$ cat config.mk
export PLATFORM = sky130hd
export DESIGN_NAME = asym_fifo_top
export DESIGN_NICKNAME = d
export VERILOG_FILES = /design/src/asym_fifo_pkg.sv /design/src/ext_mem_if.sv /design/src/asym_converter.sv /design/src/fifo_wr_ctrl.sv /design/src/fifo_rd_ctrl.sv /design/src/banked_ram.sv /design/src/asym_fifo_top.sv
export SDC_FILE = /design/constraint.sdc
export NUM_CORES = 1
export LEC_CHECK = 0
export BUFFER_PORTS_ARGS = -buffer_cell sky130_fd_sc_hd__buf_2
export CORE_MARGIN = 2
export CORE_UTILIZATION = 30
export CTS_CLUSTER_DIAMETER = 100
export DETAILED_ROUTE_END_ITERATION = 7
export PLACE_DENSITY = 0.5
export SYNTH_ARGS = -nofsm -noshare
export SYNTH_HDL_FRONTEND = slang
export SYNTH_SLANG_ARGS = --single-unit
$ cat constraint.sdc
create_clock -name clk_i -period 4.1 [get_ports clk_i]
set_input_delay 0.82 -clock clk_i [delete_from_list [all_inputs] [get_ports clk_i]]
set_output_delay 0.82 -clock clk_i [all_outputs]
set_load 0.005 [all_outputs]
$ cat src/asym_fifo_pkg.sv
// shared widths and depth of the byte-in, word-out FIFO
// opcode enum of the stimulus file
package asym_fifo_pkg;

   // write side is one byte, read side one 32-bit word
   localparam int W_DATA_W = 8;
   localparam int R_DATA_W = 32;

   // byte lanes per word, one RAM bank each
   localparam int RATIO = R_DATA_W / W_DATA_W;

   // 64 bytes of storage
   localparam int W_ADDR_W    = 6;
   localparam int R_ADDR_W    = W_ADDR_W - $clog2(RATIO);
   localparam int BANK_ADDR_W = R_ADDR_W;
   localparam int DEPTH       = 1 << W_ADDR_W;

   // occupancy in bytes, 0 up to DEPTH inclusive
   localparam int LEVEL_W = W_ADDR_W + 1;

   // stimulus opcodes
   typedef enum logic [1:0] {
      OP_WRITE,
      OP_READ,
      OP_IDLE,
      OP_RESET
   } tb_op_e;

endpackage

$ cat src/ext_mem_if.sv
// banked memory write and read ports
// master side for the converter, slave side for the RAM
`timescale 1ns/1ps

interface ext_mem_if #(
   parameter int N_BANKS = asym_fifo_pkg::RATIO,
   parameter int DATA_W  = asym_fifo_pkg::R_DATA_W,
   parameter int ADDR_W  = asym_fifo_pkg::BANK_ADDR_W
) (
   input logic clk_i
);

   // write port, one enable per bank
   logic [N_BANKS-1:0] w_en;
   logic [ADDR_W-1:0]  w_addr;
   logic [DATA_W-1:0]  w_data;

   // read port, data one cycle after r_en
   logic [N_BANKS-1:0] r_en;
   logic [ADDR_W-1:0]  r_addr;
   logic [DATA_W-1:0]  r_data;

   modport mem_mst (
      input  clk_i,
      output w_en, w_addr, w_data,
      output r_en, r_addr,
      input  r_data
   );

   modport mem_slv (
      input  clk_i,
      input  w_en, w_addr, w_data,
      input  r_en, r_addr,
      output r_data
   );

endinterface

$ cat src/asym_converter.sv
// asymmetric width converter between a request port pair and banked memory
// registered read valid, held read data
`timescale 1ns/1ps

module asym_converter #(
   parameter int  W_DATA_W   = asym_fifo_pkg::W_DATA_W,
   parameter int  R_DATA_W   = asym_fifo_pkg::R_DATA_W,
   parameter bit  BIG_ENDIAN = 1'b0,
   localparam int MAXDATA_W  = (W_DATA_W > R_DATA_W) ? W_DATA_W : R_DATA_W,
   localparam int MINDATA_W  = (W_DATA_W > R_DATA_W) ? R_DATA_W : W_DATA_W,
   localparam int R          = MAXDATA_W / MINDATA_W,
   localparam int LOG_R      = $clog2(R),
   localparam int W_AW       = asym_fifo_pkg::BANK_ADDR_W + ((W_DATA_W < R_DATA_W) ? LOG_R : 0),
   localparam int R_AW       = asym_fifo_pkg::BANK_ADDR_W + ((W_DATA_W > R_DATA_W) ? LOG_R : 0)
) (
   input  logic                clk_i,
   input  logic                rst_n_i,
   input  logic                w_en_i,
   input  logic [W_AW-1:0]     w_addr_i,
   input  logic [W_DATA_W-1:0] w_data_i,
   input  logic                r_en_i,
   input  logic [R_AW-1:0]     r_addr_i,
   output logic [R_DATA_W-1:0] r_data_o,
   output logic                r_valid_o,
   ext_mem_if.mem_mst          mem
);

   logic                 r_valid_q;
   logic [MAXDATA_W-1:0] r_data_q;
   logic [MAXDATA_W-1:0] r_data_int;

   // memory answers one cycle after the request
   always_ff @(posedge clk_i or negedge rst_n_i) begin
      if (!rst_n_i) begin
         r_valid_q <= 1'b0;
      end else begin
         r_valid_q <= r_en_i;
      end
   end

   // keep the last word for the cycles between reads
   always_ff @(posedge clk_i or negedge rst_n_i) begin
      if (!rst_n_i) begin
         r_data_q <= '0;
      end else if (r_valid_q) begin
         r_data_q <= mem.r_data;
      end
   end

   // fresh data goes straight through
   assign r_data_int = r_valid_q ? mem.r_data : r_data_q;
   assign r_valid_o  = r_valid_q;

   generate
      if (W_DATA_W > R_DATA_W) begin : g_write_wider
         logic [LOG_R-1:0]     r_lane;
         logic [LOG_R-1:0]     r_lane_q;
         logic [MAXDATA_W-1:0] r_data;

         // whole word written across all banks
         assign mem.w_en   = {R{w_en_i}};
         assign mem.w_addr = w_addr_i;
         assign mem.w_data = w_data_i;

         // narrow read hits a single bank
         if (BIG_ENDIAN) begin : g_big_endian
            assign r_lane = LOG_R'(R - 1) - r_addr_i[LOG_R-1:0];
         end else begin : g_little_endian
            assign r_lane = r_addr_i[LOG_R-1:0];
         end

         assign mem.r_en   = {{(R - 1){1'b0}}, r_en_i} << r_lane;
         assign mem.r_addr = r_addr_i[R_AW-1:LOG_R];

         // lane select must line up with the returning data
         always_ff @(posedge clk_i or negedge rst_n_i) begin
            if (!rst_n_i) begin
               r_lane_q <= '0;
            end else if (r_en_i) begin
               r_lane_q <= r_lane;
            end
         end

         assign r_data   = r_data_int >> (r_lane_q * R_DATA_W);
         assign r_data_o = r_data[R_DATA_W-1:0];

      end else if (W_DATA_W < R_DATA_W) begin : g_read_wider
         logic [LOG_R-1:0] w_lane;

         // low address bits pick the bank of each narrow write
         assign w_lane     = w_addr_i[LOG_R-1:0];
         assign mem.w_en   = {{(R - 1){1'b0}}, w_en_i} << w_lane;
         assign mem.w_data = {{(R_DATA_W - W_DATA_W){1'b0}}, w_data_i} << (w_lane * W_DATA_W);
         assign mem.w_addr = w_addr_i[W_AW-1:LOG_R];

         // wide read takes every bank at once
         assign mem.r_en   = {R{r_en_i}};
         assign mem.r_addr = r_addr_i;

         if (BIG_ENDIAN) begin : g_big_endian
            // first byte written ends up in the top lane
            for (genvar lane = 0; lane < R; lane++) begin : g_lane
               assign r_data_o[lane*W_DATA_W +: W_DATA_W] =
                  r_data_int[(R - 1 - lane)*W_DATA_W +: W_DATA_W];
            end
         end else begin : g_little_endian
            assign r_data_o = r_data_int;
         end

      end else begin : g_same_width
         assign mem.w_en   = w_en_i;
         assign mem.w_addr = w_addr_i;
         assign mem.w_data = w_data_i;
         assign mem.r_en   = r_en_i;
         assign mem.r_addr = r_addr_i;
         assign r_data_o   = r_data_int;
      end
   endgenerate

endmodule

$ cat src/fifo_wr_ctrl.sv
// write side of the FIFO
// byte pointer with wrap bit, full flag, write request to the converter
`timescale 1ns/1ps

module fifo_wr_ctrl (
   input  logic                               clk_i,
   input  logic                               rst_n_i,
   input  logic                               wr_en_i,
   input  logic [asym_fifo_pkg::R_ADDR_W:0]   rd_ptr_i,
   input  logic [asym_fifo_pkg::LEVEL_W-1:0]  level_i,
   output logic [asym_fifo_pkg::W_ADDR_W:0]   wr_ptr_o,
   output logic                               full_o,
   output logic                               w_en_o,
   output logic [asym_fifo_pkg::W_ADDR_W-1:0] w_addr_o
);

   import asym_fifo_pkg::*;

   logic [W_ADDR_W:0] wr_ptr_q;
   logic [W_ADDR_W:0] rd_byte_ptr;
   logic              ptr_lap;
   logic              wr_accept;

   // read pointer scaled to bytes
   assign rd_byte_ptr = {rd_ptr_i, {(W_ADDR_W - R_ADDR_W){1'b0}}};

   // pointers exactly one lap apart
   assign ptr_lap = (wr_ptr_q ^ rd_byte_ptr) == {1'b1, {W_ADDR_W{1'b0}}};

   assign full_o    = ptr_lap && (level_i == LEVEL_W'(DEPTH));
   assign wr_accept = wr_en_i && !full_o;

   always_ff @(posedge clk_i or negedge rst_n_i) begin
      if (!rst_n_i) begin
         wr_ptr_q <= '0;
      end else if (wr_accept) begin
         wr_ptr_q <= wr_ptr_q + 1'b1;
      end
   end

   assign wr_ptr_o = wr_ptr_q;

   // converter sees the byte address without the wrap bit
   assign w_en_o   = wr_accept;
   assign w_addr_o = wr_ptr_q[W_ADDR_W-1:0];

endmodule

$ cat src/fifo_rd_ctrl.sv
// read side of the FIFO
// word pointer with wrap bit, byte occupancy, empty flag, read request
`timescale 1ns/1ps

module fifo_rd_ctrl (
   input  logic                               clk_i,
   input  logic                               rst_n_i,
   input  logic                               rd_en_i,
   input  logic [asym_fifo_pkg::W_ADDR_W:0]   wr_ptr_i,
   output logic [asym_fifo_pkg::R_ADDR_W:0]   rd_ptr_o,
   output logic [asym_fifo_pkg::LEVEL_W-1:0]  level_o,
   output logic                               empty_o,
   output logic                               r_en_o,
   output logic [asym_fifo_pkg::R_ADDR_W-1:0] r_addr_o
);

   import asym_fifo_pkg::*;

   logic [R_ADDR_W:0]  rd_ptr_q;
   logic [LEVEL_W-1:0] rd_byte_ptr;
   logic [LEVEL_W-1:0] level;
   logic               rd_accept;

   // word pointer times four, in bytes
   assign rd_byte_ptr = {rd_ptr_q, {(W_ADDR_W - R_ADDR_W){1'b0}}};

   // wrap bits make the difference correct modulo two laps
   assign level = wr_ptr_i - rd_byte_ptr;

   // a partial word cannot be read
   assign empty_o   = level < LEVEL_W'(RATIO);
   assign rd_accept = rd_en_i && !empty_o;

   always_ff @(posedge clk_i or negedge rst_n_i) begin
      if (!rst_n_i) begin
         rd_ptr_q <= '0;
      end else if (rd_accept) begin
         rd_ptr_q <= rd_ptr_q + 1'b1;
      end
   end

   assign rd_ptr_o = rd_ptr_q;
   assign level_o  = level;

   // word address to the converter
   assign r_en_o   = rd_accept;
   assign r_addr_o = rd_ptr_q[R_ADDR_W-1:0];

endmodule

$ cat src/banked_ram.sv
// four byte-wide synchronous RAM banks
// per-bank write enable and registered read
`timescale 1ns/1ps

module banked_ram (
   input logic        clk_i,
   input logic        rst_n_i,
   ext_mem_if.mem_slv mem
);

   import asym_fifo_pkg::*;

   localparam int BANK_DEPTH = 1 << BANK_ADDR_W;

   generate
      for (genvar b = 0; b < RATIO; b++) begin : g_bank
         logic [W_DATA_W-1:0] bank_mem [BANK_DEPTH];
         logic [W_DATA_W-1:0] rd_q;

         // each bank stores its own byte lane
         always_ff @(posedge clk_i) begin
            if (mem.w_en[b]) begin
               bank_mem[mem.w_addr] <= mem.w_data[b*W_DATA_W +: W_DATA_W];
            end
         end

         // output register only moves on a read
         always_ff @(posedge clk_i or negedge rst_n_i) begin
            if (!rst_n_i) begin
               rd_q <= '0;
            end else if (mem.r_en[b]) begin
               rd_q <= bank_mem[mem.r_addr];
            end
         end

         assign mem.r_data[b*W_DATA_W +: W_DATA_W] = rd_q;
      end
   endgenerate

endmodule

$ cat src/asym_fifo_top.sv
// byte-in, word-out FIFO top level
// write and read controllers, width converter, banked RAM
`timescale 1ns/1ps

module asym_fifo_top #(
   parameter bit BIG_ENDIAN = 1'b0
) (
   input  logic                              clk_i,
   input  logic                              rst_n_i,
   input  logic                              wr_en_i,
   input  logic [asym_fifo_pkg::W_DATA_W-1:0] wr_data_i,
   input  logic                              rd_en_i,
   output logic                              full_o,
   output logic                              empty_o,
   output logic [asym_fifo_pkg::LEVEL_W-1:0]  level_o,
   output logic [asym_fifo_pkg::R_DATA_W-1:0] rd_data_o,
   output logic                              rd_valid_o
);

   import asym_fifo_pkg::*;

   logic [W_ADDR_W:0]   wr_ptr;
   logic [R_ADDR_W:0]   rd_ptr;
   logic                w_en;
   logic [W_ADDR_W-1:0] w_addr;
   logic                r_en;
   logic [R_ADDR_W-1:0] r_addr;

   ext_mem_if mem_bus (.clk_i(clk_i));

   fifo_wr_ctrl u_wr_ctrl (
      .clk_i   (clk_i),
      .rst_n_i (rst_n_i),
      .wr_en_i (wr_en_i),
      .rd_ptr_i(rd_ptr),
      .level_i (level_o),
      .wr_ptr_o(wr_ptr),
      .full_o  (full_o),
      .w_en_o  (w_en),
      .w_addr_o(w_addr)
   );

   fifo_rd_ctrl u_rd_ctrl (
      .clk_i   (clk_i),
      .rst_n_i (rst_n_i),
      .rd_en_i (rd_en_i),
      .wr_ptr_i(wr_ptr),
      .rd_ptr_o(rd_ptr),
      .level_o (level_o),
      .empty_o (empty_o),
      .r_en_o  (r_en),
      .r_addr_o(r_addr)
   );

   asym_converter #(
      .BIG_ENDIAN(BIG_ENDIAN)
   ) u_converter (
      .clk_i    (clk_i),
      .rst_n_i  (rst_n_i),
      .w_en_i   (w_en),
      .w_addr_i (w_addr),
      .w_data_i (wr_data_i),
      .r_en_i   (r_en),
      .r_addr_i (r_addr),
      .r_data_o (rd_data_o),
      .r_valid_o(rd_valid_o),
      .mem      (mem_bus.mem_mst)
   );

   banked_ram u_ram (
      .clk_i  (clk_i),
      .rst_n_i(rst_n_i),
      .mem    (mem_bus.mem_slv)
   );

endmodule

# Word level (Yosys, flattened, before mapping)
# Memories as Yosys holds them, arrays and structs flattened. A register that Yosys moved wholly into a read port is not among the register bits.
# Cells that the tools add are included.
op_classes:
  muxes: 9
  n_addsub: 3
  n_eq_ne: 2
  shifts: 2
  bitwise_logic: 1
  order_cmp: 1
  n_reduce_logical: 9
ops:
  columns: ["operator", "count"]
  rows:
  - ["32-bit 2-to-1 mux", 1]
  - ["8-bit by 5-bit << shifter with 32-bit output", 1]
  - ["7-bit == test, second input constant", 2]
  - ["1-bit 2-to-1 mux", 8]
  - ["7-bit by 1-bit adder with 7-bit output, second input constant", 1]
  - ["7-bit by 3-bit less-than comparator with 1-bit output, second input constant", 1]
  - ["7-bit subtractor", 1]
  - ["7-bit bitwise XOR", 1]
  - ["1-bit zero test", 6]
  - ["5-bit by 1-bit adder with 5-bit output, second input constant", 1]
  - ["1-bit by 2-bit << shifter with 4-bit output", 1]
  - ["1-bit logical AND", 3]
word_totals:
  n_memories: 4
  out_inout_bits: 42
  mem_bits_rw: 512
  register_bits: 45
  wordCells: 35
  inputBits: 12
memory_table:
  columns: ["name", "words", "word_bits", "read_ports", "rd_clocked_by_memory_dff", "wr", "line", "source"]
  rows:
  - ["u_ram.g_bank[0].bank_mem", 16, 8, 1, 1, 1, "banked_ram.sv:17", "logic [W_DATA_W-1:0] bank_mem [BANK_DEPTH];"]
  - ["u_ram.g_bank[1].bank_mem", 16, 8, 1, 1, 1, "banked_ram.sv:17", null]
  - ["u_ram.g_bank[2].bank_mem", 16, 8, 1, 1, 1, "banked_ram.sv:17", null]
  - ["u_ram.g_bank[3].bank_mem", 16, 8, 1, 1, 1, "banked_ram.sv:17", null]

# Longest topological paths before layout
depth:
  ltp_word: 8
  ltp_mapped: 11
  ltp_nobuf: 8

# Cells and area by module
# Synthesis repeated with hierarchy kept, for this count alone.
hier_totals:
  hier_cells: 1169
  hier_area_um2: 24026.8
modules_own_cells:
  columns: ["mod", "seq_area_each_um2", "instances", "area_each_um2", "cells_per_inst"]
  rows:
  - ["banked_ram", 16175.5, 1, 21194.1, 947]
  - ["asym_converter", 825.8, 1, 1771.7, 123]
  - ["fifo_wr_ctrl", 175.2, 1, 538.0, 47]
  - ["fifo_rd_ctrl", 125.1, 1, 523.0, 52]

# Least setup slack after synthesis
# No wires, ideal clock.
synth_timing:
  path_type: "register -> register"
  start: "register u_rd_ctrl.rd_ptr_q[1] (netlist: u_rd_ctrl.rd_ptr_o[1])"
  end: "memory u_ram.g_bank[2].bank_mem[7][0] (enable)"
  path_stages_with_launch: 10
  t_required_ps: 3717
  setup_slack_ps: 814
  period_less_slack_ps: 3286
  t_arrival_ps: 2903
  cell_sequence: "dfrtp_1 > clkbuf_1 > clkbuf_1 > inv_1 > ha_1 > nand2_1 > o21ai_2 > mux2i_4 > o211ai_2 > nor3_1"
synth_between:
  elab_chain_len: 8
  elab_cells_between_ends: 10
synth_rtl:
  columns: ["item", "line", "source"]
  rows:
  - ["start: declaration", "fifo_rd_ctrl.sv:19", "logic [R_ADDR_W:0] rd_ptr_q;"]
  - ["start signal: assignment", "fifo_rd_ctrl.sv:38", "rd_ptr_q <= rd_ptr_q + 1'b1;"]
  - ["7-bit subtractor / 7-bit bitwise XOR (equally long branches)", "fifo_rd_ctrl.sv:28, fifo_wr_ctrl.sv:28", null]
  - ["7-bit == test (on tied branches)", "fifo_wr_ctrl.sv:30, fifo_wr_ctrl.sv:28", null]
  - ["1-bit logical AND *", "fifo_wr_ctrl.sv:30", "assign full_o = ptr_lap && (level_i == LEVEL_W'(DEPTH));"]
  - ["1-bit zero test *", "fifo_wr_ctrl.sv:31", "assign wr_accept = wr_en_i && !full_o;"]
  - ["1-bit logical AND *", "fifo_wr_ctrl.sv:31", null]
  - ["1-bit by 2-bit << shifter with 4-bit output *", "asym_converter.sv:92", "assign mem.w_en = {{(R - 1){1'b0}}, w_en_i} << w_lane;"]
  - ["1-bit 2-to-1 mux *", "banked_ram.sv:22", "if (mem.w_en[b]) begin"]
  - ["1-bit 2-to-1 mux (not written as such) *", "banked_ram.sv:23", "bank_mem[mem.w_addr] <= mem.w_data[b*W_DATA_W +: W_DATA_W];"]
  - ["end: declaration", "banked_ram.sv:17", null]
# Every way passes the cells marked *; elsewhere a longest branch is shown, timed or not.

# Worst setup path in the final report
layout_timing:
  start: "register u_wr_ctrl.wr_ptr_q[2] (netlist: u_wr_ctrl.wr_ptr_o[2])"
  end: "output port empty_o"
layout_between:
  elab_chain_len: 2
layout_rtl:
  columns: ["item", "line", "source"]
  rows:
  - ["start: declaration", "fifo_wr_ctrl.sv:19", "logic [W_ADDR_W:0] wr_ptr_q;"]
  - ["start signal: assignment", "fifo_wr_ctrl.sv:37", "wr_ptr_q <= wr_ptr_q + 1'b1;"]
  - ["7-bit subtractor", "fifo_rd_ctrl.sv:28", "assign level = wr_ptr_i - rd_byte_ptr;"]
  - ["7-bit by 3-bit less-than comparator with 1-bit output", "fifo_rd_ctrl.sv:31", "assign empty_o = level < LEVEL_W'(RATIO);"]
  - ["end: declaration", "asym_fifo_top.sv:14", "output logic empty_o,"]
# No other way between the ends.

==> impl_metrics.tcl <==
set metrics [dict create \
    status "finished, final reports clean" \
    wl_per_cell_um 24.4 \
    globalplace.congestion 0.776 \
    die_width_um 281 \
    vias 11100 \
    netlist.top_cell.by_area "edfxtp_1" \
    synthArstFlopShare_pct 13.1 \
    core_sq_um 75800 \
    cp_slowest_cell "dfrtp_1" \
    yosysUniqueCellTypes 36 \
    std_cell_rows 101 \
    grt_pass1_wl_mm 81.5 \
    fmax_ghz 0.252 \
    viasPerCell 4.92 \
    layout-drive-gt1-share_pct 30.7 \
    setup_slack_ps 134 \
    synth.most_common_cell "edfxtp_1" \
    setup_viol 0 \
    fill_cells 7053 \
    cp_slowest_stage_delay_ps 530 \
    first_global_vias 11800 \
    synth_ff_type "edfxtp_1" \
    die_y_um 281 \
    critical_path_class "reg2out" \
    cts_made_buffers 66 \
    cts.clk_slew.worst_paths_ps 60 \
    relSlewSlack_pct 25.6 \
    cp.arrival_ps 3150 \
    finalNetCount 1251 \
    crit_start "u_wr_ctrl.wr_ptr_o[2]" \
    ys_seq_elements 589 \
    wirelength_mm 55.2 \
    synth_top_cell_area_share_pct 67.0 \
    cts_root_buf "clkbuf_16" \
    regArea_sq_um 17300 \
    cpMostUsedCell "nor2_1" \
    startpoint_type "flop" \
    finalCriticalPeriod_ps 3970 \
    synth-edff-count 512 \
    drc_errors 0 \
    report.final.slew_viol_count 0 \
    path_cells "inv_1, ha_1, fa_1, xnor2_1, nor2_1, mux2i_4, buf_4, nor2_1, buf_2" \
    cts_sinks 589 \
    multiInputGateArea_sq_um 5320 \
    grt_usage_pct 14.3 \
    overflow 0 \
    cts.htree.levels 3 \
    clk_latency_ps 610 \
    r2r_slack_ps 250 \
    synth_nets 1156 \
    p_per_area_nw_per_um2 729 \
    static-leakage-power_nw 8.92 \
    clock_skew_ps 30.3 \
    cts_tree "yes" \
    cts_buffer_depth 3 \
    initial_utilization_pct 30.3 \
    critPathCaptureType "output pin" \
    r2r_end "u_ram.g_bank[3].bank_mem[9][4]" \
    peakVddDrop_mv 0.519 \
    grt_max_degree 87 \
    hold_path_class "in2async" \
    endpoint "empty_o" \
    netlist_top_cells_count "edfxtp_1, mux4_2, nor2_1" \
    fin_crit_sh_pct 96.7 \
    antenna_found_initial 5 \
    cp_max_fo 10 \
    grt_setup_unrepaired "false" \
    setup_tns_ps 0 \
    cap_violations 0 \
    syn_area_sq_um 22900 \
    ant_nets 0 \
    synth-seq-area-share_pct 75.4 \
    preCtsSetupSlack_ps 293 \
    hold_viol_final 0 \
    dp_hpwl_mm 34.3 \
    synth_area_leaders "edfxtp_1, mux4_2, dfrtp_1" \
    synth_warnings 0 \
    io_pins 54 \
    area_growth_pct 15.8 \
    dr.pass1.iters 5 \
    r2r.worst_path.cells 9 \
    reg2reg_from "u_wr_ctrl.wr_ptr_o[2]" \
    port_buffers 53 \
    synth.avg_cell_area_sq_um 20.2 \
    tightest_slew_ps 1110 \
    cp.required_ps 3280 \
    synth_cells 1136 \
    drtIter0Drc 1056 \
    die_area_sq_um 78700 \
]
cells in the final DEF (no fill, tap or decap), types with 4 or more instances in the layout:
master / instances
and3_1: 25
a22oi_1: 64
clkbuf_16: 67
clkbuf_8: 6
clkinv_1: 7
dfrtp_1: 74
o211ai_1: 4
ha_1: 7
inv_6: 5
buf_2: 52
xnor2_1: 12
nor2_1: 74
mux4_2: 128
buf_4: 38
nor3_1: 4
edfxtp_1: 512
nor2_4: 4
mux2_1: 4
inv_1: 10
nand2_1: 44
clkinv_2: 11
clkbuf_1: 18
bufinv_16: 4
nand3_1: 7
and2_1: 9
mux2_2: 62
metal layers:
layer / routed length [um] / track usage (%) / vias to the layer above
met5: 32 / 0 / -
met4: 834 / 3.83 / 6
met3: 3740 / 3.82 / 70
met2: 26200 / 22.6 / 283
met1: 24400 / 19.5 / 5956
li1: - / - / 4809
stage by stage:
step                util (%)  hold WS (ps)  instance area (sq um)  power (mW)  cells
floorplan                  -           459                  22900        11.7   1136
global placement        32.2           480                  24400        13.8   2137
detailed placement      32.2           482                  24400        13.9   2137
CTS                     35.0           396                  26500        19.7   2258
global route            35.0           444                  26600        20.4   2262
finish                  35.1           376                  26600        19.4   2263
repair_timing:
item / in CTS / in global routing
endpoints found under the hold margin: 0 / 0
gates resized for setup: 0 / 1
buffers inserted: 0 / 4
hold buffers: 0 / 0
setup endpoints to repair: 0 / 13
layout make-up:
cell class                 instances  area share [%]
sequential                       589            65.1
multi-input combinational        472            20.0
clock buffer                      91            6.87
tap                              978            4.60
timing repair buffer              91            2.13
clock inverter                    30            1.10
inverter                          11           0.155
antenna                            1         0.00942
how the worst min path moves through the flow:
stage | depth (start not counted) | slack (ps) | to
2_1_floorplan | 1 | 460 | u_ram.g_bank[1].rd_q[4]
3_3_place_gp | 1 | 480 | u_converter.r_data_q[3]
3_5_place_dp | 1 | 480 | u_converter.r_data_q[29]
4_1_cts | 1 | 400 | u_ram.g_bank[2].rd_q[0]
5_1_grt | 1 | 440 | u_ram.g_bank[2].rd_q[0]
6_report | 1 | 380 | u_ram.g_bank[2].rd_q[0]
sequential cells by signal, summed over array words and instances (netlist names):
register,cells
u_rd_ctrl.rd_ptr_o,5
u_ram.g_bank.bank_mem,512
u_converter.r_valid_o,1
u_wr_ctrl.wr_ptr_o,7
u_converter.r_data_q,32
u_ram.g_bank.rd_q,32
where the power goes:
group / internal (mW) / switching, mW / leakage, nW
Clock: 3.40 / 2.37 / 1.04
Combinational: 2.40 / 3.39 / 2.24
Sequential: 7.49 / 0.316 / 5.64
Total: 13.3 / 6.08 / 8.92
kinds of logic (layout without fill, tap and decap cells):
group / Yosys count / in the layout / synth area share (%)
other: 0 / 1 / 0
xor gates and xnor gates: 14 / 14 / 0.534
muxes: 195 / 195 / 15.9
and+or+nand+nor: 174 / 174 / 3.37
DFF: 589 / 589 / 75.4
adders and majority gates: 8 / 8 / 0.469
buffers and inverters: 75 / 223 / 1.58
AOI/OAI and AO/OA: 81 / 81 / 2.75
worst max-delay path, delay by kind of cell, from the launching register on:
family	cells	cell delay, ps
and+or+nand+nor	2	200
xor gates and xnor gates	1	330
muxes	1	270
adders and majority gates	2	660
buffers and inverters	3	540
DFF	1	530
Note: power is estimated with default switching activity, not from simulation.
